## src/verilog/fmac_config.svh

```systemverilog
/* fmac configuration
   beat widths, FIFO depths, packet limit and XGMII control codes */
`ifndef FMAC_CONFIG_SVH
`define FMAC_CONFIG_SVH

// ============================================================
// data path widths
// ============================================================
`define FMAC_DATA_W         64      // bits per XGMII beat
`define FMAC_CTRL_W         8       // one control bit per byte lane

// ============================================================
// buffering and packet limits
// ============================================================
`define FMAC_TX_DEPTH       64      // transmit FIFO words
`define FMAC_RX_DEPTH       64      // receive FIFO words
`define FMAC_MAX_PKT_WORDS  16      // longest packet, in beats
`define FMAC_STAT_W         32      // statistics counter width

// ============================================================
// XGMII control codes and preamble bytes
// ============================================================
`define FMAC_XGMII_IDLE     8'h07   // idle, fills inter-packet gap
`define FMAC_XGMII_START    8'hFB   // start, always lane 0 here
`define FMAC_XGMII_TERM     8'hFD   // terminate, lane 0 after last data beat
`define FMAC_XGMII_PRE      8'h55   // preamble byte
`define FMAC_XGMII_SFD      8'hD5   // start of frame delimiter

`endif

```

## src/verilog/fmac_pkg.sv

```systemverilog
/* fmac shared types
   XGMII beat, FIFO word, statistics events, counter select and FSM states */
`include "fmac_config.svh"

package fmac_pkg;

	// ============================================================
	// bus structs
	// ============================================================
	typedef struct packed {
		logic [`FMAC_DATA_W-1:0] d;     // lane 0 in bits 7:0
		logic [`FMAC_CTRL_W-1:0] c;     // 1 = control lane
	} xgmii_t;

	typedef struct packed {
		logic [`FMAC_DATA_W-1:0] data;  // one 8-byte beat
		logic                    start; // first word of packet, rx only
		logic                    last;  // final word of packet
	} pkt_word_t;

	typedef struct packed {
		logic tx_pkt;                   // terminate beat sent
		logic tx_beat;                  // data beat sent
		logic rx_pkt;                   // accepted packet completed
		logic rx_beat;                  // accepted beat written
		logic rx_filt_drop;             // address filter reject
		logic rx_ovr_drop;              // no room for max packet
	} stat_evt_t;

	// ============================================================
	// enums
	// ============================================================
	typedef enum logic [2:0] {
		STAT_TX_PKT,
		STAT_TX_BYTE,
		STAT_RX_PKT,
		STAT_RX_BYTE,
		STAT_RX_FILT_DROP,
		STAT_RX_OVR_DROP
	} stat_sel_e;

	typedef enum logic [1:0] {TX_IDLE, TX_START, TX_DATA, TX_TERM} tx_state_e;
	typedef enum logic [1:0] {RX_IDLE, RX_FIRST, RX_ACCEPT, RX_DISCARD} rx_state_e;

	// fixed framing beats
	localparam xgmii_t XGMII_IDLE_BEAT = '{
		d: {8{`FMAC_XGMII_IDLE}},
		c: {`FMAC_CTRL_W{1'b1}}
	};
	localparam xgmii_t XGMII_START_BEAT = '{
		d: {`FMAC_XGMII_SFD, {6{`FMAC_XGMII_PRE}}, `FMAC_XGMII_START},
		c: `FMAC_CTRL_W'(1)                 // only lane 0 is control
	};
	localparam xgmii_t XGMII_TERM_BEAT = '{
		d: {{7{`FMAC_XGMII_IDLE}}, `FMAC_XGMII_TERM},
		c: {`FMAC_CTRL_W{1'b1}}
	};

endpackage

```

## src/verilog/rx_xgmii_decap.sv

```systemverilog
/* receive decapsulator
   strips XGMII framing, filters on destination and drops on FIFO overrun */
`include "fmac_config.svh"

module rx_xgmii_decap (
	input  logic                                  usr_clk,
	input  logic                                  usr_rst_,
	input  fmac_pkg::xgmii_t                      xgmii_rx,
	input  logic [47:0]                           mac_addr,
	input  logic                                  bcast_en,
	input  logic                                  prom_mode,
	input  logic [$clog2(`FMAC_RX_DEPTH+1)-1:0]   rxq_count,
	output logic                                  rxq_wr,
	output fmac_pkg::pkt_word_t                   rxq_din,
	output fmac_pkg::stat_evt_t                   rx_evt
);
	import fmac_pkg::*;

	localparam int CNT_W = $clog2(`FMAC_RX_DEPTH + 1);

	rx_state_e                  state;
	logic [`FMAC_DATA_W-1:0]    hold_data;      // beat waiting for its successor
	logic                       hold_first;     // held beat is first of packet
	logic                       is_start;
	logic                       is_term;
	logic [47:0]                dest;
	logic                       addr_ok;
	logic                       room_ok;
	logic [CNT_W-1:0]           free_words;

	// ============================================================
	// beat decode and packet judgement
	// ============================================================
	assign is_start   = xgmii_rx.c[0] && (xgmii_rx.d[7:0] == `FMAC_XGMII_START);
	assign is_term    = xgmii_rx.c[0] && (xgmii_rx.d[7:0] == `FMAC_XGMII_TERM);
	assign dest       = xgmii_rx.d[47:0];     // valid in RX_FIRST
	assign addr_ok    = prom_mode || (dest == mac_addr) || (bcast_en && (&dest));
	assign free_words = CNT_W'(`FMAC_RX_DEPTH) - rxq_count;
	assign room_ok    = (free_words >= CNT_W'(`FMAC_MAX_PKT_WORDS));

	// held beat goes out as the next beat shows up
	assign rxq_wr  = (state == RX_ACCEPT);
	assign rxq_din = '{data: hold_data, start: hold_first, last: is_term};

	always_comb
	begin
		rx_evt              = '0;
		rx_evt.rx_beat      = rxq_wr;
		rx_evt.rx_pkt       = rxq_wr && is_term;
		rx_evt.rx_filt_drop = (state == RX_FIRST) && !addr_ok;
		rx_evt.rx_ovr_drop  = (state == RX_FIRST) && addr_ok && !room_ok;   // filter wins
	end

	always_ff @(posedge usr_clk)
	begin
		if ((state == RX_FIRST) || (state == RX_ACCEPT))
			hold_data <= xgmii_rx.d;
	end

	// ============================================================
	// packet FSM
	// ============================================================
	always_ff @(posedge usr_clk)
	begin
		if (!usr_rst_)
		begin
			state      <= RX_IDLE;
			hold_first <= 1'b0;
		end
		else
		begin
			case (state)
			RX_IDLE:
			begin
				if (is_start)
					state <= RX_FIRST;
			end
			RX_FIRST:
			begin
				hold_first <= 1'b1;
				if (addr_ok && room_ok)
					state <= RX_ACCEPT;     // whole packet now fits
				else
					state <= RX_DISCARD;
			end
			RX_ACCEPT:
			begin
				hold_first <= 1'b0;
				if (is_term)
					state <= RX_IDLE;
			end
			RX_DISCARD:
			begin
				if (is_term)
					state <= RX_IDLE;       // swallow rest of packet
			end
			default: state <= RX_IDLE;
			endcase
		end
	end

endmodule

```

## config.mk

```make
export PLATFORM = sky130hd
export DESIGN_NAME = rx_xgmii_decap
export DESIGN_NICKNAME = d
export VERILOG_FILES = /design/src/verilog/fmac_pkg.sv /design/src/verilog/rx_xgmii_decap.sv
export VERILOG_INCLUDE_DIRS = /design/src /design/src/verilog
export SDC_FILE = /design/constraint.sdc
export NUM_CORES = 1
export LEC_CHECK = 0
export ABC_CLOCK_PERIOD_IN_PS = 2800
export BUFFER_PORTS_ARGS = -buffer_cell sky130_fd_sc_hd__buf_2
export CORE_MARGIN = 5
export CORE_UTILIZATION = 35
export CTS_BUF_LIST = sky130_fd_sc_hd__clkbuf_8
export CTS_CLUSTER_DIAMETER = 100
export DETAILED_ROUTE_END_ITERATION = 10
export PLACE_DENSITY = 0.7
export SYNTH_ARGS = -nofsm -noshare
export SYNTH_HDL_FRONTEND = slang
export SYNTH_SLANG_ARGS = --single-unit
export TNS_END_PERCENT = 10
```

## constraint.sdc

```tcl
create_clock -name usr_clk -period 2.8 [get_ports usr_clk]
set_input_delay 0.56 -clock usr_clk [delete_from_list [all_inputs] [get_ports usr_clk]]
set_output_delay 0.56 -clock usr_clk [all_outputs]
set_load 0.005 [all_outputs]
```

=== Word-level counts from Yosys, hierarchy flattened ===
Index checks and enable logic that the tools add are counted.

* Reduce and logical (&&, ||, !) cells: 18
* Equal/unequal tests: 8
* Magnitude comparators: 1
* Muxes and demuxes: 5
* Add/sub/neg operators: 1

{| class="wikitable"
|+ Operators by type and width
! kind !! number
|-
| 48-bit == test || 1
|-
| 48-bit AND reduction || 1
|-
| 8-bit == test (second input constant) || 2
|-
| 1-bit logical AND || 8
|-
| 7-bit by 5-bit greater-or-equal comparator with 1-bit output (second input constant) || 1
|-
| 7-bit subtractor (first input constant) || 1
|-
| 2-bit one-hot mux with 3 select lines || 1
|-
| 2-bit == test (second input constant) || 2
|-
| 2-bit 2-to-1 mux || 2
|-
| 1-bit logical OR || 3
|-
| 2-bit by 1-bit == test with 1-bit output (second input constant) || 1
|-
| 1-bit zero test || 2
|-
| 2-bit zero test || 1
|-
| 2-bit by 1-bit inequality test with 1-bit output (second input constant) || 1
|-
| 2-bit inequality test (second input constant) || 1
|-
| 1-bit one-hot mux with 2 select lines || 1
|-
| 2-bit AND reduction || 1
|-
| 2-bit nonzero test || 1
|-
| 2-bit OR reduction || 1
|-
| 1-bit 2-to-1 mux || 1
|}

* Word-level logic and storage cells: 36
* Output and inout bits: 73
* Input port bits: 131
* Flip-flop bits (word level): 67

=== Logic depth before layout (Yosys ltp) ===
Gate-level depths: netlist of run 1.

* Depth after elaboration: 6
* Gate-level depth with buffers: 7

=== Least setup slack after synthesis of run 1 ===
OpenSTA, ideal clock, no wires.

* Kind: register -> register
* Start: reg state[0]
* End: reg hold_data[0] (enable)
* Buffers on the path: 0
* Path slack: 0.371 ns
* Library setup time: 0.423 ns
* Stages on the path, launching flop included: 3
* Data arrival time: 2.006 ns
* Path through: dfxtp_1 -> inv_1 -> ha_1

* Longest elaborated chain between the ends: 2
* Elaborated cells between the ends (all ways): 3
* Classes of those cells: 2 x eq/ne; 1 x reduce/logical

{| class="wikitable"
|+ RTL lines
! element !! line !! text
|-
| start: declaration || rx_xgmii_decap.sv:21 || <nowiki>rx_state_e state;</nowiki>
|-
| start signal: assignment || rx_xgmii_decap.sv:67 || <nowiki>state <= RX_IDLE;</nowiki>
|-
| start signal: assignment || rx_xgmii_decap.sv:76 || <nowiki>state <= RX_FIRST;</nowiki>
|-
| start signal: assignment || rx_xgmii_decap.sv:82 || <nowiki>state <= RX_ACCEPT;</nowiki>
|-
| 2-bit by 1-bit == test with 1-bit output / 2-bit == test (equally long branches) || rx_xgmii_decap.sv:56 || <nowiki>if ((state == RX_FIRST) || (state == RX_ACCEPT))</nowiki>
|-
| 1-bit logical OR * || rx_xgmii_decap.sv:56 ||
|-
| end signal: assignment || rx_xgmii_decap.sv:57 || <nowiki>hold_data <= xgmii_rx.d;</nowiki>
|-
| end: declaration || rx_xgmii_decap.sv:22 || <nowiki>logic [`FMAC_DATA_W-1:0] hold_data;</nowiki>
|}

Every way passes the cells marked *; elsewhere a longest branch is shown, timed or not.
A chain may end at the register's enable or synchronous reset.

==> results of run 1 <==
-- worst paths after layout --
kind	slack (ns)	to	depth (start not counted)	start
max	0.12	rx_evt[0]	7	xgmii_rx[55]
min	0.39	hold_data[61]$_DFFE_PP_	1	xgmii_rx[69]
max reg2reg	0.94	state[0]$_SDFFE_PN0P_	7	state[0]$_SDFFE_PN0P_
min reg2reg	0.51	hold_first$_SDFFE_PN0P_	2	hold_first$_SDFFE_PN0P_
-- layout make-up --
cell class | instances | area (um2) | area share, %
Tap cell | 105 | 131 | 3.14
Inverter | 5 | 18.8 | 0.448
Clock inverter | 7 | 53.8 | 1.28
Timing Repair Buffer | 195 | 978 | 23.4
Sequential cell | 67 | 1980 | 47.3
Clock buffer | 9 | 124 | 2.96
Multi-Input combinational cell | 111 | 902 | 21.5
-- registers in the layout (all words and copies together) (netlist names) --
signal / flops
state: 2
hold_first: 1
hold_data: 64
-- per-stage QoR --
stage	util [%]	setup slack, ns	instances
6_report	51.3	0.120	499
5_1_grt	51.3	0.0745	499
4_1_cts	51.2	0.0296	499
3_3_place_gp	49.0	0.00588	483
2_1_floorplan	-	0.371	188
3_5_place_dp	49.0	0.0392	483
-- cell usage in the layout (no fill, tap or decap), types with 2 or more instances in the layout --
| master | n |
|---|---|
| clkinvlp_4 | 3 |
| dfxtp_1 | 3 |
| nand4_1 | 13 |
| xor2_1 | 48 |
| nor3b_1 | 2 |
| conb_1 | 2 |
| nand2_1 | 2 |
| mux2i_1 | 2 |
| clkinv_4 | 2 |
| ha_1 | 4 |
| clkbuf_8 | 9 |
| nor4_2 | 5 |
| nor2_1 | 4 |
| inv_1 | 5 |
| nor4_1 | 12 |
| a211oi_1 | 2 |
| edfxtp_1 | 64 |
| buf_2 | 194 |
| nand3_1 | 3 |
-- report_power, final --
part | internal [uW] | total, uW | switching [uW]
clock | 325 | 713 | 388
combinational | 172 | 394 | 222
sequential | 1220 | 1240 | 20.9
-- routing by layer --
metal,global-route usage [%],wire (um),vias up
met1,19.7,3360,1048
met3,5.58,963,19
met4,8.08,250,0
li1,-,-,1115
met5,0,0,-
met2,27.3,4160,135
-- logic make-up after synthesis --
kind of cell	Yosys count	share of synthesized area (%)
muxes	2	0.686
and+or+nand+nor	46	10.2
other	1	0.129
DFF	67	67.9
adders and majority gates	5	2.14
buffers and inverters	10	1.93
AOI/OAI and AO/OA	8	2.57
xor gates and xnor gates	48	14.4
==> results.md, run 1 <==
* Synth cell count leaders: edfxtp_1 (64), xor2_1 (48), nand4_1 (13), nor4_1 (13)
* Final Instance Area at 4190 um2
* Final hold slack at 0.387 ns
* Clock transition at path regs at roughly 0.08 ns
* Post-Synthesis Cells at around 190
* Pin count of the biggest net entering global routing at 67
* Slew Limit Fails at 0
* Port Buffers at roughly 190
* Die Y at just over 100 um
* Most frequent cell on the critical path: buf_2
* Slowest CP cell: nor4_1
* Core area at between 8000 and 9000 um2
* Period utilisation layout at a little over nine tenths
* Hold buffers post-CTS at 0
* Area grow syn2layout at 43.6%
* Setup TNS at 0 ns
* Cell area after synthesis at just under 3000 um2
* Core Rows at 33
* Gr ovfl total at 0
* Routed wire length at about 8.7 mm
* Post-synth EDFFs at 64
* CP startpoint kind: input port
* Power Density at around 560 nW/um2
* Layout cells sized above 1 at a little under three fifths
* Area post-placement at 4010 um2
* Filler cells at around 740
* Drt pass-1 iters at 5
* Final setup viols at 0
* Top cells by area, synth: edfxtp_1 (66%), xor2_1 (14%), nand4_1 (2.8%)
* Required @ worst endpoint at 2.24 ns
* Most numerous cell in the Yosys netlist: edfxtp_1
* Gr usage total at about 17%
* Bufs and invs on worst path at 2
* Initial Util at between 30 and 40%
* Antenna diodes at 0
* Main synth FF type: edfxtp_1
* Post-synth ARST share at 0%
* ANT nets after route at 0
* Post-DP HPWL at a little over 7 mm
* Final Hold Fails at 0
* Synth cell types at 27
* Worst endpoint data arrival time at between 2 and 2.5 ns
* Tmin final at approximately 2.7 ns
* Clk Latency, worst-skew pair at ~0.34 ns
* Gpl congestion at roughly 0.78
* RSZ-0062 raised after global routing: no
* Avg Vias per Cell at 4.64
* Overall power at around 2300 uW
* Nets at approximately 530
* Synthesized area per cell at between 15 and 20 um2
* Wire length of the first global-routing pass at 12.5 mm
* CTS sink count at 67
* Synthesized flop and latch total at 67
* Crit-path cells: buf_2 -> xor2_1 -> nor4_1 -> nand4_1 -> o31ai_2 -> and3_1 -> buf_2
* Initial antenna violation count at 0
* Seq/Total Area, Yosys at slightly below 70%
* Post-cts sizing count at 0
* Post-Route Skew at between 0.01 and 0.015 ns
* CP max stage delay at 0.45 ns
* Residual DRC count at 0
* CTS tree: yes
* Fmax at 0.373 GHz
* Critical Path End Type: output port
* Iter 0 DRT Violations at 60
* CTS root buffer: clkbuf_8
* Largest fanout on the critical path at 3
* Post-synth top area cell: edfxtp_1
* Yosys warning total at 0
* Post-CTS Setup Inserts at 0
* Die Wd at around 100 um
* Hold Crit Class: in2reg
* Status: complete, no violations
* Die area at about 10000 um2
* Worst VDD drop at approximately 0.26 mV
* CP top delay family: simple AND/OR/NAND/NOR gates
* Static leakage at between 0.0015 and 0.002 uW
* Via Count at between 2000 and 2500
* CTS Buf Count at 9
* Max-Cap Viols at 0
* DR WL/cell at approximately 17 um
* Worst-margin pin slew at approximately 0.83 ns
* WS Path Type: in2out
* CTS Buffer Depth at 2
* Slew HR at between 40% and 50%
* IO Count at just over 200
* Htree depth at 3
* Top-area cell type share of the netlist area at between 60% and 70%
* Vias in the first global route at roughly 2400
No activity file was read; power rests on OpenSTA's default activity.
==> run 2: changes to the inputs <==
PLACE_DENSITY = unset   (was 0.7)
PLACE_DENSITY_LB_ADDON = 0.25   (was unset)
==> results.md, run 2 (same netlist as run 1, synthesis figures left out) <==
* Die Y at just over 100 um
* CTS tree: yes
* Vias in the first global route at between 2000 and 2500
* Routed wire length at 8.87 mm
* Flop pwr share at about half
* Crit-path cells: buf_2 -> xor2_1 -> nor4_2 -> buf_4 -> nand4_1 -> o31ai_4 -> and3_1 -> buf_2
* Final Hold Fails at 0
* Top Registers: hold_data (64), state (2), hold_first (1)
* Worst-margin pin slew at around 0.85 ns
* Status: complete, no violations
* Overall power at approximately 2400 uW
* Tmin final at between 2 and 3 ns
* Die Wd at slightly above 100 um
* Core area at ~8200 um2
* Pin count of the biggest net entering global routing at 67
* Layout cells sized above 1 at 54.8%
* Gpl congestion at roughly 0.8
* Port Buffers at ~190
* Hold buffers post-CTS at 0
* Gr ovfl total at 0
* Residual DRC count at 0
* Period utilisation layout at between 90% and 100%
* IO Count at a little over 200
* Final hold slack at 0.395 ns
* RSZ-0062 raised after global routing: no
* Final setup viols at 0
* Area grow syn2layout at 44.4%
* Most frequent cell on the critical path: buf_2
* Required @ worst endpoint at around 2.2 ns
* Largest fanout on the critical path at 3
* CTS Buffer Depth at 2
* Switching share of power at between 20% and 30%
* Worst endpoint data arrival time at approximately 2.1 ns
* Internal at 1810 uW
* WS Path Type: in2out
* ANT nets after route at 0
* Gr usage total at ~17%
* Avg Vias per Cell at 4.64
* Max-Cap Viols at 0
* Initial antenna violation count at 0
* Worst VDD drop at about 0.25 mV
* Layout Utilization at 51.5%
* Most frequent cells in the layout: buf_2 (194), edfxtp_1 (64), xor2_1 (48)
* Fmax at 0.371 GHz
* Switching Power at 593 uW
* Post-CTS Setup Inserts at 0
* CP startpoint kind: input port
* CTS sink count at 67
* Clock transition at path regs at ~0.08 ns
* Clk Latency, worst-skew pair at about 0.33 ns
* Commonest non-fill, non-tap cell in the layout: buf_2
* CTS Buf Count at 9
* Drt pass-1 iters at 4
* DR WL/cell at 17.7 um
* Largest Register: hold_data
* Iter 0 DRT Violations at 51
* Flip-flop count of the largest register after layout at 64
* CTS root buffer: clkbuf_8
* Static leakage at 0.00182 uW
* Wire length of the first global-routing pass at between 10 and 15 mm
* Post-DP HPWL at 7.31 mm
* Power Density at ~570 nW/um2
* Slowest CP cell: nor4_2
* Part of the power in the clock network at between 30% and 40%
* CP max stage delay at about 0.42 ns
* Via Count at 2322
* Comb power frac at approximately 16%
* Nets at 525
* Core Rows at 33
* Slew HR at a little over two fifths
* Hold Crit Class: in2reg
* Critical Path End Type: output port
* Post-Route Skew at between 0.01 and 0.015 ns
* Slew Limit Fails at 0
* Htree depth at 3
* Die area at ~10000 um2
* Setup TNS at 0 ns
* Initial Util at between 30% and 40%
## run 2: per-layer routing
layer	vias up	global-route usage [%]	part of all wire, %
met5	-	0	0
met4	0	7.06	1.3
met3	8	5.37	10
met2	124	28.9	49
met1	1074	20.1	40
li1	1116	-	-
## run 2: stage by stage
stage / setup slack (ns) / instance area (um2) / instances
after CTS: 0.0681 / 4200 / 499
after floorplan: 0.371 / 2920 / 188
after detailed placement: -0.0439 / 4010 / 483
after global placement: -0.0850 / 4010 / 483
after global routing: 0.0216 / 4210 / 499
final: 0.108 / 4210 / 500
## run 2: layout make-up
cell class                      count  area (um2)
Clock buffer                       10         138
Inverter                            5        18.8
Timing Repair Buffer              195         978
Antenna cell                        1        2.50
Multi-Input combinational cell    111         911
Tap cell                          105         131
Sequential cell                    67        1980
Clock inverter                      6        51.3
Fill cell                         760        3960
## run 2: worst max-delay path, delay by kind of cell
| family | cells | cell delay (ns) |
|---|---|---|
| AND/OR/NAND/NOR | 3 | 0.75 |
| buffers and inverters | 3 | 0.41 |
| AO/OA/AOI/OAI | 1 | 0.27 |
| XOR/XNOR | 1 | 0.15 |
## run 2: power by group through the flow
| stage | logic, uW | registers [uW] | clock network (uW) |
|---|---|---|---|
| final | 391 | 1240 | 775 |
| after detailed placement | 397 | 1260 | 0 |
| after CTS | 400 | 1240 | 800 |
| after global placement | 393 | 1260 | 0 |
| after global routing | 429 | 1250 | 847 |
| after floorplan | 137 | 1280 | 0 |
## run 2: worst paths after layout
path / start / to / slack [ns] / cells past startpoint
max reg2reg: state[0]$_SDFFE_PN0P_ / state[0]$_SDFFE_PN0P_ / 0.97 / 7
min: xgmii_rx[61] / hold_data[53]$_DFFE_PP_ / 0.40 / 1
max: xgmii_rx[12] / rx_evt[0] / 0.11 / 8
min reg2reg: hold_first$_SDFFE_PN0P_ / hold_first$_SDFFE_PN0P_ / 0.50 / 2
## run 2: repair_timing
action                     CTS  global route
gates resized for setup      1             1
pin swaps                    0             2
setup endpoints to repair    1             1
